--- config.mk ---
export PLATFORM = sky130hd
export DESIGN_NAME = fetch_unit
export DESIGN_NICKNAME = d
export VERILOG_FILES = /design/src/hdl/cpu_pkg.sv /design/src/hdl/fetch_unit.sv
export SDC_FILE = /design/constraint.sdc
export NUM_CORES = 1
export LEC_CHECK = 0
export BUFFER_PORTS_ARGS = -buffer_cell sky130_fd_sc_hd__buf_2
export CORE_MARGIN = 2
export CORE_UTILIZATION = 50
export CTS_CLUSTER_SIZE = 30
export DETAILED_ROUTE_END_ITERATION = 8
export PLACE_DENSITY = 0.89
export SYNTH_ARGS = -nofsm -noshare
export SYNTH_HDL_FRONTEND = slang
export SYNTH_SLANG_ARGS = --single-unit
export TNS_END_PERCENT = 100
--- constraint.sdc ---
create_clock -name CLOCK_50 -period 5.1 [get_ports CLOCK_50]
set_input_delay 0.51 -clock CLOCK_50 [delete_from_list [all_inputs] [get_ports CLOCK_50]]
set_output_delay 0.51 -clock CLOCK_50 [all_outputs]
set_load 0.02 [all_outputs]
--- src/hdl/cpu_pkg.sv ---
`default_nettype none

package cpu_pkg;

    // Instruction layout.
    localparam int OPERATION_SIZE_BYTES = 1;
    localparam int OPERAND_SIZE_BYTES = 4;
    localparam int INSTRUCTION_SIZE_BYTES = OPERATION_SIZE_BYTES + 2 * OPERAND_SIZE_BYTES;
    localparam int OPERAND_WIDTH = 32;
    localparam int BYTE_IDX_WIDTH = $clog2(INSTRUCTION_SIZE_BYTES);

    localparam int PROGRAM_RAM_BYTES = 1024;
    localparam int RAM_ADDR_WIDTH = $clog2(PROGRAM_RAM_BYTES);

    // Interrupts.
    localparam int NUM_INTERRUPTS = 4;
    localparam int IRQ_IDX_WIDTH = $clog2(NUM_INTERRUPTS);
    localparam logic [7:0] INTERRUPT_TYPE_KEY = 8'd1;
    localparam int SCANCODE_FIFO_DEPTH = 5;
    localparam int INTERRUPT_FIFO_DEPTH = 10;

    // APB register map.
    localparam logic [15:0] CSR_CTRL_ADDR = 16'h0000;
    localparam logic [15:0] CSR_CODE_START_ADDR = 16'h0004;
    localparam logic [15:0] CSR_IRET_ADDR = 16'h0008;
    localparam logic [15:0] CSR_STATUS_ADDR = 16'h000C;
    localparam logic [15:0] CSR_IRQ_VALUE_ADDR = 16'h0010;
    localparam logic [15:0] CSR_VECTOR_BASE_ADDR = 16'h0020;
    localparam logic [15:0] CSR_RAM_BASE_ADDR = 16'h1000;

    typedef logic [OPERAND_WIDTH-1:0] operand_t;
    typedef logic [7:0] operation_t;

    typedef struct packed {
        operand_t   ip;
        operation_t operation;
        operand_t   operand1;
        operand_t   operand2;
    } instruction_t;

    typedef struct packed {
        logic [7:0] irq_type;
        operand_t   value;
    } irq_entry_t;

    typedef struct packed {
        logic       valid;
        logic [7:0] code;
    } scancode_t;

    typedef struct packed {
        logic        psel;
        logic        penable;
        logic        pwrite;
        logic [15:0] paddr;
        logic [31:0] pwdata;
    } apb_req_t;

    typedef struct packed {
        logic [31:0] prdata;
        logic        pready;
        logic        pslverr;
    } apb_rsp_t;

    typedef struct packed {
        logic     run;
        logic     irq_enable;
        operand_t code_start;
    } csr_state_t;

    typedef struct packed {
        logic     valid;
        operand_t target;
    } irq_redirect_t;

endpackage

`default_nettype wire

--- src/hdl/fetch_unit.sv ---
`timescale 1ns/1ps
`default_nettype none

module fetch_unit (
    input  logic                               CLOCK_50,
    input  logic                               rst_n_i,
    input  cpu_pkg::csr_state_t                csr_i,
    output logic [cpu_pkg::RAM_ADDR_WIDTH-1:0] rd_addr_o,
    input  logic [7:0]                         rd_data_i,
    output cpu_pkg::instruction_t              instr_o,
    output logic                               instr_valid_o,
    input  logic                               instr_ready_i,
    output logic                               boundary_o,
    input  logic                               done_i,
    input  cpu_pkg::irq_redirect_t             redirect_i
);

    import cpu_pkg::*;

    typedef enum logic [1:0] {IDLE, READ, HOLD, BOUNDARY} state_t;

    state_t                    state;
    operand_t                  ip;
    operand_t                  fetch_addr;
    logic [BYTE_IDX_WIDTH-1:0] byte_idx;
    logic                      phase;
    operation_t                operation_q;
    operand_t                  operand1_q;
    operand_t                  operand2_q;

    assign fetch_addr = ip + operand_t'(byte_idx);
    assign rd_addr_o = fetch_addr[RAM_ADDR_WIDTH-1:0];
    assign instr_o = '{ip: ip, operation: operation_q, operand1: operand1_q,
                       operand2: operand2_q};

    always_ff @(posedge CLOCK_50)
    begin
        if (!rst_n_i)
        begin
            state <= IDLE;
            ip <= '0;
            byte_idx <= '0;
            phase <= 1'b0;
            instr_valid_o <= 1'b0;
            boundary_o <= 1'b0;
        end
        else
        begin
            case (state)
                IDLE:
                    if (csr_i.run)
                    begin
                        ip <= csr_i.code_start;
                        byte_idx <= '0;
                        phase <= 1'b0;
                        state <= READ;
                    end
                // Each byte takes an address cycle and a data cycle.
                READ:
                begin
                    phase <= ~phase;
                    if (phase)
                    begin
                        byte_idx <= byte_idx + 1'b1;
                        if (byte_idx == BYTE_IDX_WIDTH'(INSTRUCTION_SIZE_BYTES - 1))
                        begin
                            instr_valid_o <= 1'b1;
                            state <= HOLD;
                        end
                    end
                end
                HOLD:
                    if (instr_ready_i)
                    begin
                        instr_valid_o <= 1'b0;
                        boundary_o <= 1'b1;
                        state <= BOUNDARY;
                    end
                BOUNDARY:
                begin
                    boundary_o <= 1'b0;
                    if (done_i)
                    begin
                        ip <= redirect_i.valid ? redirect_i.target
                                               : ip + operand_t'(INSTRUCTION_SIZE_BYTES);
                        byte_idx <= '0;
                        phase <= 1'b0;
                        state <= csr_i.run ? READ : IDLE;
                    end
                end
                default:
                    state <= IDLE;
            endcase
        end
    end

    // Operands arrive low byte first.
    always_ff @(posedge CLOCK_50)
    begin
        if (state == READ && phase)
        begin
            if (byte_idx < BYTE_IDX_WIDTH'(OPERATION_SIZE_BYTES))
                operation_q <= rd_data_i;
            else if (byte_idx < BYTE_IDX_WIDTH'(OPERATION_SIZE_BYTES + OPERAND_SIZE_BYTES))
                operand1_q <= {rd_data_i, operand1_q[OPERAND_WIDTH-1:8]};
            else
                operand2_q <= {rd_data_i, operand2_q[OPERAND_WIDTH-1:8]};
        end
    end

endmodule

`default_nettype wire

After elaboration in Yosys (flattened, before gate mapping) --
Index checks and enable logic that the tools add are counted.
Word-level totals: bits in registers 113, logic and storage cells 65, input port bits 79
Operators by class: add/sub/neg operators 3, mux-type cells 24, bitwise logic cells 3, $lt $le $gt $ge 2, eq/ne operators 9, reduce and logical (&&, ||, !) cells 15
Operator list (count):
- $mux 32 | 3
- $pmux 32 s2 | 1
- $add 32x4->32 const B | 1
- $mux 4 | 3
- $pmux 4 s3 | 1
- $reduce_and 3->1 | 4
- $add 10x4->10 | 1
- $mux 2 | 5
- $ne 2x2->1 const B | 5
- $pmux 2 s4 | 1
- $reduce_and 4->1 | 2
- $mux 1 | 7
- $reduce_bool 2->1 | 3
- $reduce_and 5->1 | 1
- $add 4x1->4 const B | 1
- $eq 2x2->1 const B | 2
- $eq 4x4->1 const B | 1
- $lt 4x1->1 const B | 1
- $lt 4x3->1 const B | 1
- $pmux 1 s2 | 2
- $reduce_and 2->1 | 2
- $not 1->1 | 3
- $pmux 1 s3 | 1
- $reduce_bool 3->1 | 1
- 3 further kinds | 3

Depth between registers and ports, before layout --
word-level depth 4, mapped depth 9, depth with buffers taken out 8

Worst setup path before layout --
OpenSTA, ideal clock, no wires.
path kind register to register, start point reg state[1], end point reg operand1_q[0], enable pin, path buffers 1, arrival time 3.161 ns, slack 1.478 ns, stages on the path, launching flop included 6, path through dfxtp_1 -> inv_1 -> ha_1 -> clkbuf_1 -> nand2_1 -> nor3_1
Between the ends: longest elaborated chain between the ends 3
RTL lines:
- start: declaration | RTL line fetch_unit.sv:22 | state_t state;
- start signal: assignment | RTL line fetch_unit.sv:88 | state <= csr_i.run ? READ : IDLE;
- $eq 2x1->1 | RTL line fetch_unit.sv:100 | if (state == READ && phase)
- $logic_and 1x1->1 | RTL line fetch_unit.sv:100
- $reduce_and 3->1 (no line)
- end signal: assignment | RTL line fetch_unit.sv:105 | operand1_q <= {rd_data_i, operand1_q[OPERAND_WIDTH-1:8]};
- end: declaration | RTL line fetch_unit.sv:28 | operand_t operand1_q;
Every way passes these cells. A chain may end at the register's enable or synchronous reset.

Final worst setup path --
start point reg ip[0], end point out rd_addr_o[6] (netlist name)
Between the ends: longest elaborated chain between the ends 1
RTL lines:
- start: declaration | RTL line fetch_unit.sv:23 | operand_t ip;
- start signal: assignment | RTL line fetch_unit.sv:53 | ip <= csr_i.code_start;
- start signal: assignment | RTL line fetch_unit.sv:84 | ip <= redirect_i.valid ? redirect_i.target
- $add 10x4->10 | RTL line fetch_unit.sv:31 | assign fetch_addr = ip + operand_t'(byte_idx);
- end: declaration | RTL line fetch_unit.sv:8 | output logic [cpu_pkg::RAM_ADDR_WIDTH-1:0] rd_addr_o,
Every way passes these cells.

==> key figures <==
Pwr
  • Peak supply drop: about 0.23 mV
  • Sequential Power Share: 0.364
  • Pwr Density: 507 nW/um2
  • Int Power: 2210 uW
  • Combinational Power Share: 0.320
  • Switching pwr: 1380 uW
  • Clock Power Share: 0.317
  • Pleak: 0.00292 uW
  • Sw Share: 0.384

Placement
  • Post-DP HPWL: between 10000 and 15000 um
  • Port bufs: 193
  • Final Wtd Congestion: between 0.8 and 0.9
  • Pre-CTS setup slack: roughly 2.2 ns

Logic synthesis
  • Seq cells post-synth: 113
  • Yosys top cell by area: edfxtp_1
  • Area share of the largest cell type after synthesis: 0.395
  • Mapped Area: 5470 um2
  • Synth area leaders: edfxtp_1 40%, dfxtp_1 15%, a21oi_1 2.7%
  • Unique cell type count in the Yosys netlist: 62
  • Syn Inst Count: 510
  • Post-synth EDFFs: between 70 and 80
  • Mean Syn Cell Area: 10.7 um2
  • Yosys Warn Count: 0
  • Post-synthesis net count: around 600
  • Post-synthesis sequential area ratio: 0.545
  • Async S/R FF share, synth: 0
  • Top FF cell, synth: edfxtp_1

Die
  • Core footprint: 10700 um2
  • Die height: 109 um
  • Boundary Pins: 195
  • Initial core utilization: 0.509
  • Die span in x: 109 um
  • Row Count: 38
  • Die ar.: 11800 um2

Flow run
  • Max-cap violations: 0

Critical path
  • Worst path required time: around 4.6 ns
  • Crit Reg-Reg Startpoint: state[1]$_SDFFE_PN0P_
  • Worst path bufs/invs: 2
  • FF-to-FF path depth: 6
  • Flop-to-flop setup slack: 2.10 ns
  • Critical Path End Type: primary output
  • Crit-path slowest cell: dfxtp_1
  • Worst EP arrival: 2.54 ns
  • Crit path max-delay family: adder cells
  • Peak fanout along the critical path: 8
  • Critical Path Start Type: flip-flop
  • Worst path max stage delay: 0.50 ns
  • Crit path cell chain: ha_1 -> inv_1 -> fa_1 -> nor2b_1 -> o21ai_0 -> nand2b_1 -> and3_1 -> xor2_1 -> buf_2
  • CP Class: flip-flop to primary output
  • Reg2Reg Capture Point: ip[24]$_SDFFE_PN0P_

CTS
  • TritonCTS buffer count: 17
  • Clk pin slew, worst setup/hold paths: 0.06 ns
  • Root Driver: clkbuf_8
  • CTS Hold Bufs: 0
  • # Post-CTS Setup Buffers: 0
  • Sink Count: 113
  • CTS tree: done
  • Max clock buf depth: 2
  • Post-CTS sizing: 0
  • Worst-skew pair later-pin latency: 0.51 ns
  • # H-tree levels: 4

STA
  • Min Tclk post-route: 3.05 ns
  • Worst Skew: 0.00996 ns
  • Fin Setup TNS: 0 ns
  • Max-slew violations: 0
  • Final Hold Vio Count: 0
  • Slew margin rel.: 0.261
  • Hold Slack: 0.204 ns
  • Count of final setup violators: 0
  • Slew @ Worst Pin: 1.10 ns
  • RSZ-0062 raised after global routing: no
  • Fin crit share: 0.598
  • Peak Freq: 328 MHz
  • Fin worst setup slack: 2.05 ns

Cells and area
  • Most frequent cells in the layout: 193 x buf_2, 72 x edfxtp_1, 41 x dfxtp_1
  • Layout area overhead: 29.4%
  • Multi-input gate area: 2280 um2
  • Storage element area: between 2000 and 3000 um2
  • Fill cells: 828
  • Antenna diodes: 0
  • Share of post-route cells with drive strength above 1: 0.342
  • Final net count: 787
  • Commonest non-fill, non-tap cell in the layout: buf_2

Route
  • Initial DRC Count: 442
  • Routed len/inst: 18.8 um
  • Post-DRT Antenna Nets: 0
  • Final WL: ~16000 um
  • Vias/cell: 6.04
  • Drt drc: 0
  • DRT Pass-1 Iters: 7
  • Vias: approximately 5000

GRT
  • Vias in the first global route: 4872
  • Initial antenna violation count: 0
  • Global-route wire length before repair: between 20000 and 25000 um
  • Congestion Overflow GR: 0
  • GRT Total Usage: 0.271
  • Largest net degree at the start of global routing: 43

Hold path
  • Worst Hold Path EP: operation_q[7]$_DFFE_PP_
  • Hold Crit Class: primary input to flip-flop
  • WHS Path Cells: 1
  • Worst Hold Launch: rd_data_i[7]

Run status
  • Status: finished, final reports clean
==> cell type report <==
type	count	area share
well taps	140	0.0248
repair buffers	198	0.142
clock inverters	15	0.0223
multi-input cells	349	0.323
inverters	16	0.00849
clock buffers	17	0.0585
flip-flops and latches	113	0.421
==> sequential cells by signal, indices dropped and copies added (netlist names) <==
signal	count
ip	32
operand1_q	32
operand2_q	32
operation_q	8
byte_idx	4
state	2
boundary_o	1
instr_valid_o	1
phase	1
==> worst max-delay path by stage <==
stage | start | to | slack [ns] | cells past startpoint
after global placement | state[1]$_SDFFE_PN0P_ | ip[24]$_SDFFE_PN0P_ | 2.38 | 6
after floorplan | state[1]$_SDFFE_PN0P_ | operand1_q[0]$_DFFE_PP_ | 1.48 | 5
after detailed placement | state[1]$_SDFFE_PN0P_ | ip[24]$_SDFFE_PN0P_ | 2.20 | 6
final | ip[0]$_SDFFE_PN0P_ | rd_addr_o[6] | 2.05 | 9
after global routing | ip[0]$_SDFFE_PN0P_ | rd_addr_o[8] | 1.91 | 9
after CTS | ip[0]$_SDFFE_PN0P_ | rd_addr_o[6] | 2.03 | 9
==> Yosys cell counts (8+ instances only) <==
| master | n |
|---|---|
| o21ai_0 | 26 |
| nor2_1 | 29 |
| xor2_1 | 8 |
| xnor2_1 | 11 |
| nand2_1 | 36 |
| ha_1 | 12 |
| a21boi_0 | 8 |
| edfxtp_1 | 72 |
| nand4_1 | 16 |
| a21oi_1 | 30 |
| nor3_1 | 15 |
| inv_1 | 15 |
| clkbuf_1 | 18 |
| dfxtp_1 | 41 |
| buf_2 | 9 |
| nand3_1 | 21 |
| nand2b_1 | 13 |
| and3_1 | 12 |
==> power by group through the flow <==
stage          clock (uW)  combinational (uW)  sequential (uW)
3_3_place_gp            0                1070             1290
5_1_grt              1180                1230             1320
2_1_floorplan           0                 700             1380
3_5_place_dp            0                1120             1310
6_report             1140                1150             1300
4_1_cts              1140                1130             1290
==> routing by layer <==
| metal | part of all wire | up-vias | routed length, um | global-route usage |
|---|---|---|---|---|
| met5 | 0 | - | 0 | 0 |
| met3 | 0.090 | 54 | 1440 | 0.0524 |
| met1 | 0.38 | 2414 | 6020 | 0.335 |
| met4 | 0.030 | 0 | 470 | 0.124 |
| li1 | - | 2308 | - | - |
| met2 | 0.50 | 345 | 7980 | 0.458 |
==> metrics by stage <==
step / utilization / instances / instance area [um2] / total power [uW]
floorplan: - / 510 / 5470 / 2080
global placement: 0.605 / 816 / 6500 / 2370
detailed placement: 0.605 / 816 / 6500 / 2420
CTS: 0.659 / 848 / 7080 / 3560
global route: 0.659 / 848 / 7080 / 3740
finish: 0.659 / 848 / 7080 / 3590
==> worst register-to-register path: stages, from the launching register on <==
cell and delay (ns):
dfxtp_1 0.40, ha_1 0.48, nor2_1 0.15, nor3_2 0.85, nand2_1 0.33, or3_1 0.41, o311ai_1 0.27
==> cells by family after synthesis <==
logic type      count (synthesis)  synth area share
compound gates                138             0.173
fa+ha+maj                      13            0.0311
xor+xnor                       19            0.0304
flops                         113             0.545
buf+inv                        48            0.0384
simple gates                  175             0.174
mux                             4           0.00732
Power figures use the tool's default switching activity.
