$ cat src/hdl/cpu_pkg.sv
`default_nettype none

package cpu_pkg;

    // Instruction layout.
    localparam int OPERATION_SIZE_BYTES = 1;
    localparam int OPERAND_SIZE_BYTES = 4;
    localparam int INSTRUCTION_SIZE_BYTES = OPERATION_SIZE_BYTES + 2 * OPERAND_SIZE_BYTES;
    localparam int OPERAND_WIDTH = 32;
    localparam int BYTE_IDX_WIDTH = $clog2(INSTRUCTION_SIZE_BYTES);

    localparam int PROGRAM_RAM_BYTES = 1024;
    localparam int RAM_ADDR_WIDTH = $clog2(PROGRAM_RAM_BYTES);

    // Interrupts.
    localparam int NUM_INTERRUPTS = 4;
    localparam int IRQ_IDX_WIDTH = $clog2(NUM_INTERRUPTS);
    localparam logic [7:0] INTERRUPT_TYPE_KEY = 8'd1;
    localparam int SCANCODE_FIFO_DEPTH = 5;
    localparam int INTERRUPT_FIFO_DEPTH = 10;

    // APB register map.
    localparam logic [15:0] CSR_CTRL_ADDR = 16'h0000;
    localparam logic [15:0] CSR_CODE_START_ADDR = 16'h0004;
    localparam logic [15:0] CSR_IRET_ADDR = 16'h0008;
    localparam logic [15:0] CSR_STATUS_ADDR = 16'h000C;
    localparam logic [15:0] CSR_IRQ_VALUE_ADDR = 16'h0010;
    localparam logic [15:0] CSR_VECTOR_BASE_ADDR = 16'h0020;
    localparam logic [15:0] CSR_RAM_BASE_ADDR = 16'h1000;

    typedef logic [OPERAND_WIDTH-1:0] operand_t;
    typedef logic [7:0] operation_t;

    typedef struct packed {
        operand_t   ip;
        operation_t operation;
        operand_t   operand1;
        operand_t   operand2;
    } instruction_t;

    typedef struct packed {
        logic [7:0] irq_type;
        operand_t   value;
    } irq_entry_t;

    typedef struct packed {
        logic       valid;
        logic [7:0] code;
    } scancode_t;

    typedef struct packed {
        logic        psel;
        logic        penable;
        logic        pwrite;
        logic [15:0] paddr;
        logic [31:0] pwdata;
    } apb_req_t;

    typedef struct packed {
        logic [31:0] prdata;
        logic        pready;
        logic        pslverr;
    } apb_rsp_t;

    typedef struct packed {
        logic     run;
        logic     irq_enable;
        operand_t code_start;
    } csr_state_t;

    typedef struct packed {
        logic     valid;
        operand_t target;
    } irq_redirect_t;

endpackage

`default_nettype wire

$ cat src/hdl/sync_fifo.sv
`timescale 1ns/1ps
`default_nettype none

module sync_fifo #(
    parameter int WIDTH = 8,
    parameter int DEPTH = 4
) (
    input  logic             CLOCK_50,
    input  logic             rst_n_i,
    input  logic             wr_i,
    input  logic [WIDTH-1:0] data_i,
    input  logic             rd_i,
    output logic [WIDTH-1:0] data_o,
    output logic             empty_o,
    output logic             full_o
);

    localparam int PTR_W = $clog2(DEPTH);
    localparam int CNT_W = $clog2(DEPTH + 1);

    logic [WIDTH-1:0] mem [DEPTH];
    logic [PTR_W-1:0] wr_ptr;
    logic [PTR_W-1:0] rd_ptr;
    logic [CNT_W-1:0] count;
    logic             do_wr;
    logic             do_rd;

    assign do_wr = wr_i & ~full_o;
    assign do_rd = rd_i & ~empty_o;
    assign empty_o = (count == '0);
    assign full_o = (count == CNT_W'(DEPTH));
    // Head of the queue is visible without a read.
    assign data_o = mem[rd_ptr];

    always_ff @(posedge CLOCK_50)
    begin
        if (do_wr)
        begin
            mem[wr_ptr] <= data_i;
        end
    end

    always_ff @(posedge CLOCK_50)
    begin
        if (!rst_n_i)
        begin
            wr_ptr <= '0;
            rd_ptr <= '0;
            count <= '0;
        end
        else
        begin
            if (do_wr)
            begin
                wr_ptr <= (wr_ptr == PTR_W'(DEPTH - 1)) ? '0 : wr_ptr + 1'b1;
            end
            if (do_rd)
            begin
                rd_ptr <= (rd_ptr == PTR_W'(DEPTH - 1)) ? '0 : rd_ptr + 1'b1;
            end
            count <= count + CNT_W'(do_wr) - CNT_W'(do_rd);
        end
    end

endmodule

`default_nettype wire

$ cat src/hdl/interrupt_unit.sv
`timescale 1ns/1ps
`default_nettype none

module interrupt_unit (
    input  logic                                            CLOCK_50,
    input  logic                                            rst_n_i,
    input  cpu_pkg::csr_state_t                             csr_i,
    input  cpu_pkg::scancode_t                              scancode_i,
    input  cpu_pkg::operand_t [cpu_pkg::NUM_INTERRUPTS-1:0] vector_i,
    input  logic                                            iret_i,
    input  logic                                            boundary_i,
    output logic                                            done_o,
    output cpu_pkg::irq_redirect_t                          redirect_o,
    output logic                                            irq_running_o,
    output cpu_pkg::operand_t                               irq_value_o
);

    import cpu_pkg::*;

    logic [7:0] sc_code;
    logic       sc_empty;
    logic       sc_full;
    irq_entry_t irq_head;
    irq_entry_t irq_new;
    logic       irq_empty;
    logic       irq_full;
    logic       dispatch;
    logic       move;
    logic       iret_pending;
    operand_t   cur_ip;
    operand_t   shadow_ip;
    operand_t   vec_target;

    // Codes that find the queue full are dropped.
    sync_fifo #(.WIDTH(8), .DEPTH(SCANCODE_FIFO_DEPTH)) scancode_fifo (
        .CLOCK_50(CLOCK_50),
        .rst_n_i (rst_n_i),
        .wr_i    (scancode_i.valid & ~sc_full),
        .data_i  (scancode_i.code),
        .rd_i    (move),
        .data_o  (sc_code),
        .empty_o (sc_empty),
        .full_o  (sc_full)
    );

    sync_fifo #(.WIDTH($bits(irq_entry_t)), .DEPTH(INTERRUPT_FIFO_DEPTH)) irq_fifo (
        .CLOCK_50(CLOCK_50),
        .rst_n_i (rst_n_i),
        .wr_i    (move),
        .data_i  (irq_new),
        .rd_i    (dispatch),
        .data_o  (irq_head),
        .empty_o (irq_empty),
        .full_o  (irq_full)
    );

    // Dispatch reads the old head before the new entry lands behind it.
    assign dispatch = boundary_i & ~irq_running_o & ~irq_empty;
    assign move = boundary_i & csr_i.irq_enable & ~sc_empty & ~irq_full;
    assign irq_new = '{irq_type: INTERRUPT_TYPE_KEY, value: operand_t'(sc_code)};
    assign vec_target = csr_i.code_start + vector_i[irq_head.irq_type[IRQ_IDX_WIDTH-1:0]];

    always_ff @(posedge CLOCK_50)
    begin
        if (!rst_n_i)
        begin
            done_o <= 1'b0;
            redirect_o.valid <= 1'b0;
            irq_running_o <= 1'b0;
            irq_value_o <= '0;
            iret_pending <= 1'b0;
            cur_ip <= '0;
        end
        else
        begin
            done_o <= boundary_i;
            if (iret_i && irq_running_o)
                iret_pending <= 1'b1;
            // Mirror of the fetch IP, so the return point is known here.
            if (!csr_i.run)
                cur_ip <= csr_i.code_start;
            if (boundary_i)
            begin
                if (iret_pending)
                begin
                    redirect_o <= '{valid: 1'b1, target: shadow_ip};
                    irq_running_o <= 1'b0;
                    iret_pending <= 1'b0;
                    cur_ip <= shadow_ip;
                end
                else if (dispatch)
                begin
                    redirect_o <= '{valid: 1'b1, target: vec_target};
                    irq_running_o <= 1'b1;
                    irq_value_o <= irq_head.value;
                    shadow_ip <= cur_ip + operand_t'(INSTRUCTION_SIZE_BYTES);
                    cur_ip <= vec_target;
                end
                else
                begin
                    redirect_o.valid <= 1'b0;
                    cur_ip <= cur_ip + operand_t'(INSTRUCTION_SIZE_BYTES);
                end
            end
        end
    end

endmodule

`default_nettype wire

$ cat config.mk
export PLATFORM = sky130hd
export DESIGN_NAME = interrupt_unit
export DESIGN_NICKNAME = d
export VERILOG_FILES = /design/src/hdl/cpu_pkg.sv /design/src/hdl/sync_fifo.sv /design/src/hdl/interrupt_unit.sv
export SDC_FILE = /design/constraint.sdc
export NUM_CORES = 1
export LEC_CHECK = 0
export ABC_AREA = 0
export BUFFER_PORTS_ARGS = -buffer_cell sky130_fd_sc_hd__buf_4
export CAP_MARGIN = 20
export CORE_MARGIN = 5
export CORE_UTILIZATION = 39
export DETAILED_ROUTE_END_ITERATION = 10
export SLEW_MARGIN = 20
export SYNTH_ARGS = -nofsm -noshare
export SYNTH_HDL_FRONTEND = slang
export SYNTH_SLANG_ARGS = --single-unit
export TNS_END_PERCENT = 50
$ cat constraint.sdc
create_clock -name CLOCK_50 -period 4 [get_ports CLOCK_50]
set_clock_uncertainty 0.2 [all_clocks]
set_input_delay 0 -clock CLOCK_50 [delete_from_list [all_inputs] [get_ports CLOCK_50]]
set_output_delay 0 -clock CLOCK_50 [all_outputs]
set_load 0.1 [all_outputs]
After elaboration in Yosys (flattened, before gate mapping)

Memories as Yosys holds them, arrays and structs flattened. A register that Yosys moved wholly into a read port is not among the register bits.
Cells that the tools add are included.

Add/subtract/negate cells: 10
Magnitude comparators: 1
Equality and inequality tests: 7
Muxes and demuxes: 24
Bitwise operators: 16
Reductions and logical operators: 9

Operators by type and width:

| cell                                                                 | number |
|---|---|
| 32-bit 2-to-1 mux                                                    | 6 |
| 32-bit binary-select mux with 2-bit select                           | 1 |
| 33-bit 2-to-1 mux                                                    | 1 |
| 32-bit adder                                                         | 1 |
| 32-bit by 4-bit adder with 32-bit output (second input constant)     | 1 |
| 4-bit equality test (second input constant)                          | 3 |
| 3-bit 2-to-1 mux                                                     | 4 |
| 1-bit AND                                                            | 10 |
| 1-bit 2-to-1 mux                                                     | 10 |
| 3-bit equality test (second input constant)                          | 3 |
| 4-bit by 1-bit adder with 4-bit output (second input constant)       | 2 |
| 4-bit 2-to-1 mux                                                     | 2 |
| 3-bit by 1-bit adder with 3-bit output (second input constant)       | 2 |
| 1-bit inverter                                                       | 6 |
| 3-bit AND reduction                                                  | 2 |
| 4-bit by 1-bit adder with 4-bit output                               | 1 |
| 4-bit logical NOT                                                    | 1 |
| 4-bit AND reduction                                                  | 1 |
| 4-bit by 1-bit subtractor with 4-bit output                          | 1 |
| 3-bit by 1-bit adder with 3-bit output                               | 1 |
| 3-bit logical NOT                                                    | 1 |
| 2-bit by 3-bit < comparator with 1-bit output (both inputs constant) | 1 |
| 3-bit by 1-bit subtractor with 3-bit output                          | 1 |
| 2-bit by 1-bit != test with 1-bit output (second input constant)     | 1 |
| other kinds (4)                                                      | 4 |

Register bits after elaboration: 153
Memory bits (writable): 120
Input bits: 175
Output and inout port bits: 67
Logic and storage cells: 83
Memories: 2

Memory list:

| name              | words | width | read ports | clocked after memory_dff | write ports | RTL line        | text |
|---|---|---|---|---|---|---|---|
| irq_fifo.mem      | 10    | 8     | 1          | 1                        | 1           | sync_fifo.sv:21 | `logic [WIDTH-1:0] mem [DEPTH];` |
| scancode_fifo.mem | 5     | 8     | 1          | 1                        | 1           | sync_fifo.sv:21 |  |

Logic depth before layout (Yosys ltp)

Depth after elaboration: 7
Depth in mapped cells: 13
Depth with buffers taken out: 12

By module

From an unflattened synthesis, not the netlist that was laid out.

Cells, all modules: 1883
Area, all modules: 26613.0 sq um

By module, submodules not included:

| module                     | times used | cells an instance | area an instance (sq um) | sequential area each (sq um) |
|---|---|---|---|---|
| sync_fifo at irq_fifo      | 1          | 902               | 16276.9                  | 12331.8 |
| interrupt_unit             | 1          | 857               | 8231.6                   | 3283.1 |
| sync_fifo at scancode_fifo | 1          | 124               | 2104.5                   | 1441.4 |

Least setup slack after synthesis

OpenSTA, ideal clock, no wires.

Kind: reg-to-reg
From: register irq_running_o
To: register shadow_ip[0] (enable)
Setup time: 0.421 ns
Data arrival time: 2.855 ns
Required time: 3.379 ns
Slack: 0.524 ns
Stages on the path, launching flop included: 6
Buffers on the path: 1
Clock period less this slack: 3.476 ns
Cell sequence: dfxtp_1 a211o_1 inv_1 nand2_1 clkbuf_1 nor2_1

Longest elaborated chain between the ends: 4

RTL lines:

| what                                 | RTL line             | text |
|---|---|---|
| start: declaration                   | interrupt_unit.sv:14 | `output logic irq_running_o,` |
| start signal: assignment             | interrupt_unit.sv:69 | `irq_running_o <= 1'b0;` |
| start signal: assignment             | interrupt_unit.sv:87 | `irq_running_o <= 1'b0;` |
| start signal: assignment             | interrupt_unit.sv:94 | `irq_running_o <= 1'b1;` |
| 1-bit inverter                       | interrupt_unit.sv:58 | `assign dispatch = boundary_i & ~irq_running_o & ~irq_empty;` |
| 1-bit AND (2 in a row)               | interrupt_unit.sv:58 |  |
| 4-bit AND reduction (no source line) | --                   |  |
| end signal: assignment               | interrupt_unit.sv:96 | `shadow_ip <= cur_ip + operand_t'(INSTRUCTION_SIZE_BYTES);` |
| end: declaration                     | interrupt_unit.sv:31 | `operand_t shadow_ip;` |

No other way between the ends.
A chain may end at the register's enable or synchronous reset.

Worst setup path in the final report

From: input port boundary_i
To: register cur_ip[19]

Longest elaborated chain between the ends: 5
Elaborated cells on any way between the ends: 6
Classes of those cells: eq/ne (1); mux (3); bitwise (2)

RTL lines:

| what                   | RTL line             | text |
|---|---|---|
| start: declaration     | interrupt_unit.sv:11 | `input logic boundary_i,` |
| 1-bit AND (2 in a row) | interrupt_unit.sv:58 |  |
| 32-bit 2-to-1 mux      | interrupt_unit.sv:91 | `else if (dispatch)` |
| 32-bit 2-to-1 mux      | interrupt_unit.sv:84 | `if (iret_pending)` |
| 32-bit 2-to-1 mux      | interrupt_unit.sv:82 | `if (boundary_i)` |
| end signal: assignment | interrupt_unit.sv:81 | `cur_ip <= csr_i.code_start;` |
| end signal: assignment | interrupt_unit.sv:89 | `cur_ip <= shadow_ip;` |
| end signal: assignment | interrupt_unit.sv:97 | `cur_ip <= vec_target;` |
| end: declaration       | interrupt_unit.sv:30 | `operand_t cur_ip;` |

Several ways; a longest one is shown, not always the timed one.

==> results.cfg <==
[sta]
finalSetupViolCount = 0
hold_viol = 0
slew_headroom_pct = 42.42
tightest_slew_ns = 0.8605
period_share_pct = 92.51
period_needed_ns = 3.701
drv_slew = 0
fmax_mhz = 270.2
setup_slack_ns = 0.2995
fin_tns_setup_ns = 0
rsz0062_at_grt = no
hold_slack_ns = 0.01240

[worst_setup_path]
slowest_delay_ns = 0.58
cp_cell_sequence = dlygate4sd3_1, buf_6, clkinv_1, a211o_1, buf_4, inv_1, buf_4, nand3_1, o21ai_0, o221ai_1, dlygate4sd3_1, o211a_1, dlygate4sd3_1
slowest_stage = dlygate4sd3_1
setup.worst_path.end_class = flip-flop
crit_fanout = 51
cp_common_cell = dlygate4sd3_1
crit_type = in -> reg
critPathRequiredTime_ns = 4.23
start_kind = input pin
cp.arrival_ns = 3.93
worst-path-buf-inv = 8
crit_family = buffers and inverters

[clock_tree]
post_cts_buffers = 0
cts.sinks = 252
numCtsBuffers = 27
cts_tree = done
cts.reportedPaths.clkPinSlew_ns = 0.06
htree_levels = 1
clockBufferDepth = 3
root_buffer = clkbuf_16
clock_latency_ns = 0.56

[floorplan]
dieHeight_um = 190.5
io_pins = 242
start_util_pct = 39.27
die_area_um2 = 36310
die_width_um = 190.5
rows = 66
core-area_um2 = 32370

[yosys]
ys_types = 65
syn_avg_cell_area_um2 = 11.38
ys_seq_elements = 252
synth_edf_count = 184
synth-main-ff-cell = edfxtp_1
ys_async_sr_fraction_pct = 0
ys_seq_area_share_pct = 54.17
synth_warnings = 0
synth.cell_area_um2 = 12710
synthCells = 1117

[layout]
fin_util_pct = 50.17
final_cell_area_um2 = 16240
fin_nets = 1583
area_growth_syn_to_layout_pct = 27.75
drive_gt1_share_pct = 17.73
n_antenna_cell = 0

[place]
dp_hpwl_um = 23190
place_area_um2 = 14040
gp_congestion = 0.8932
dp_slack_ns = 0.8190
port_buffers = 121

[drt]
dr.pass1.iters = 6
drcViolationCount = 0
routedWlPerCell_um = 18.81
drt_iter0_markers = 649
wirelength_um = 34310
num_vias = 9534
postRouteAntennaNets = 0
vias_per_cell = 5.227

[flow_run]
cap_violations = 0

[power]
seqPwrFrac_pct = 39.1
p_clk_share_pct = 28.9
swShare_pct = 33.93
max-vdd-ir-drop_mv = 0.5453
p_per_area_nw_per_um2 = 532.3
p_comb_share_pct = 31.9
p_sw_mw = 2.933
intPower_mw = 5.711
leakagePower_nw = 6.023

[grt]
antenna_found_initial = 0
grt_max_degree = 52
grt_pass1_vias = 9563
grt_pass1_wl_um = 53140
grt_usage_pct = 18.50
gr-total-overflow = 0

[worst_hold_path]
hp-class = in -> reg

[status]
status = finished clean
final timing paths:
check | slack, ns | endpoint | cells past startpoint | startpoint
worst min-delay path | 0.01 | redirect_o[15]$_DFFE_PP_ | 4 | vector_i[47]
worst max register to register | 0.32 | cur_ip[19]$_SDFFE_PN0P_ | 11 | irq_fifo.count[1]$_SDFF_PN0_
worst max-delay path | 0.30 | cur_ip[19]$_SDFFE_PN0P_ | 13 | boundary_i
worst min register to register | 0.30 | irq_value_o[7]$_SDFFE_PN0P_ | 2 | irq_value_o[7]$_SDFFE_PN0P_
sequential cells by signal, summed over array words and instances, names as in the netlist, 4 cells and up, named ones only:
signal and cells:
cur_ip 32, irq_fifo.rd_ptr 4, irq_value_o 8, shadow_ip 32, irq_fifo.wr_ptr 4, redirect_o 33, scancode_fifo.mem 40, irq_fifo.count 4
irq_fifo.mem 80
per-layer routing:
metal  GRT usage [%]  share of wire [%]
met5               0                  0
met2           32.42                 49
met1           24.26                 43
met3           2.508                5.9
met4           4.807                2.6
cell type report:
class	count	area, µm²
Clock buffer	36	729.5
Clock inverter	14	158.9
Fill cell	2905	16130
Inverter	32	120.1
Multi-Input combinational cell	773	5381
Sequential cell	252	6888
Tap cell	442	553.0
Timing Repair Buffer	275	2409
cells by family after synthesis:
kind of cell               count (synthesis)  share of synthesized area, %
buffers and inverters                    115                         4.252
DFF                                      252                         54.17
muxes                                     69                         8.012
and+or+nand+nor                          303                         11.04
other                                      1                       0.02950
adders and majority gates                 47                         4.803
AOI/OAI and AO/OA                        263                         13.07
xor gates and xnor gates                  67                         4.616
worst reg2reg max path, cell delays in order, from the launching register on:
cell and delay (ns):
dfxtp_1 0.43, nor2_1 0.08, a211o_1 0.29, buf_4 0.23, inv_1 0.43, buf_4 0.32, nand3_1 0.10, o21ai_0 0.09
o221ai_1 0.13, dlygate4sd3_1 0.58, o211a_1 0.12, dlygate4sd3_1 0.54
power groups by stage:
stage          clock network [mW]  registers (mW)  logic, mW
2_1_floorplan                   0            3.76       1.52
3_3_place_gp                    0            3.43       2.52
3_5_place_dp                    0            3.43       2.55
4_1_cts                      2.55            3.38       2.76
5_1_grt                      2.66            3.42       3.00
6_report                     2.50            3.38       2.76
cell usage in the layout (no fill, tap or decap), drive strengths merged, types with 24 or more instances in the layout:
cell	instances
dfxtp	68
ha	44
clkbuf	36
dlygate4sd3	131
nor2	83
nand2	105
xnor2	46
conb	24
edfxtp	184
a21oi	82
mux4	24
inv	30
o21ai	70
buf	144
a211oi	37
through the flow:
stage	total power [mW]	instances
after floorplan	5.282	1140
after global placement	5.943	1643
after detailed placement	5.984	1643
after CTS	8.691	1824
after global routing	9.078	1824
final	8.644	1824
Yosys cell counts, types with 6 or more instances:
cell type  instances  share of area (%)
xor2_1            21                1.4
nor3_1            12               0.47
clkbuf_1          41                1.2
nand2_1          105                3.1
a31oi_1            8               0.39
and3_1             7               0.34
a21oi_1           82                3.2
nand2b_1           6               0.30
ha_1              44                4.3
buf_4             24                1.4
a211oi_1          37                2.2
xnor2_1           46                3.2
mux4_2            24                4.3
mux2_2            22                1.9
nor2_1            83                2.5
mux2i_1           23                1.8
o211ai_1          10               0.59
nand4_1           16               0.79
a21o_1            10               0.59
nor2b_1           23                1.1
edfxtp_1         184                 43
nand3_1           22               0.87
inv_1             29               0.86
o221ai_1           7               0.48
o21ai_0           63                2.5
buf_2             15               0.59
dfxtp_1           68                 11
timing repair:
| action | CTS | global route |
|---|---|---|
| gates resized for setup | 0 | 1 |
| hold endpoints to repair | 119 | 0 |
| endpoints found under the setup margin | 0 | 1 |
| hold buffers | 131 | 0 |
Note: power is estimated with default switching activity, not from simulation.
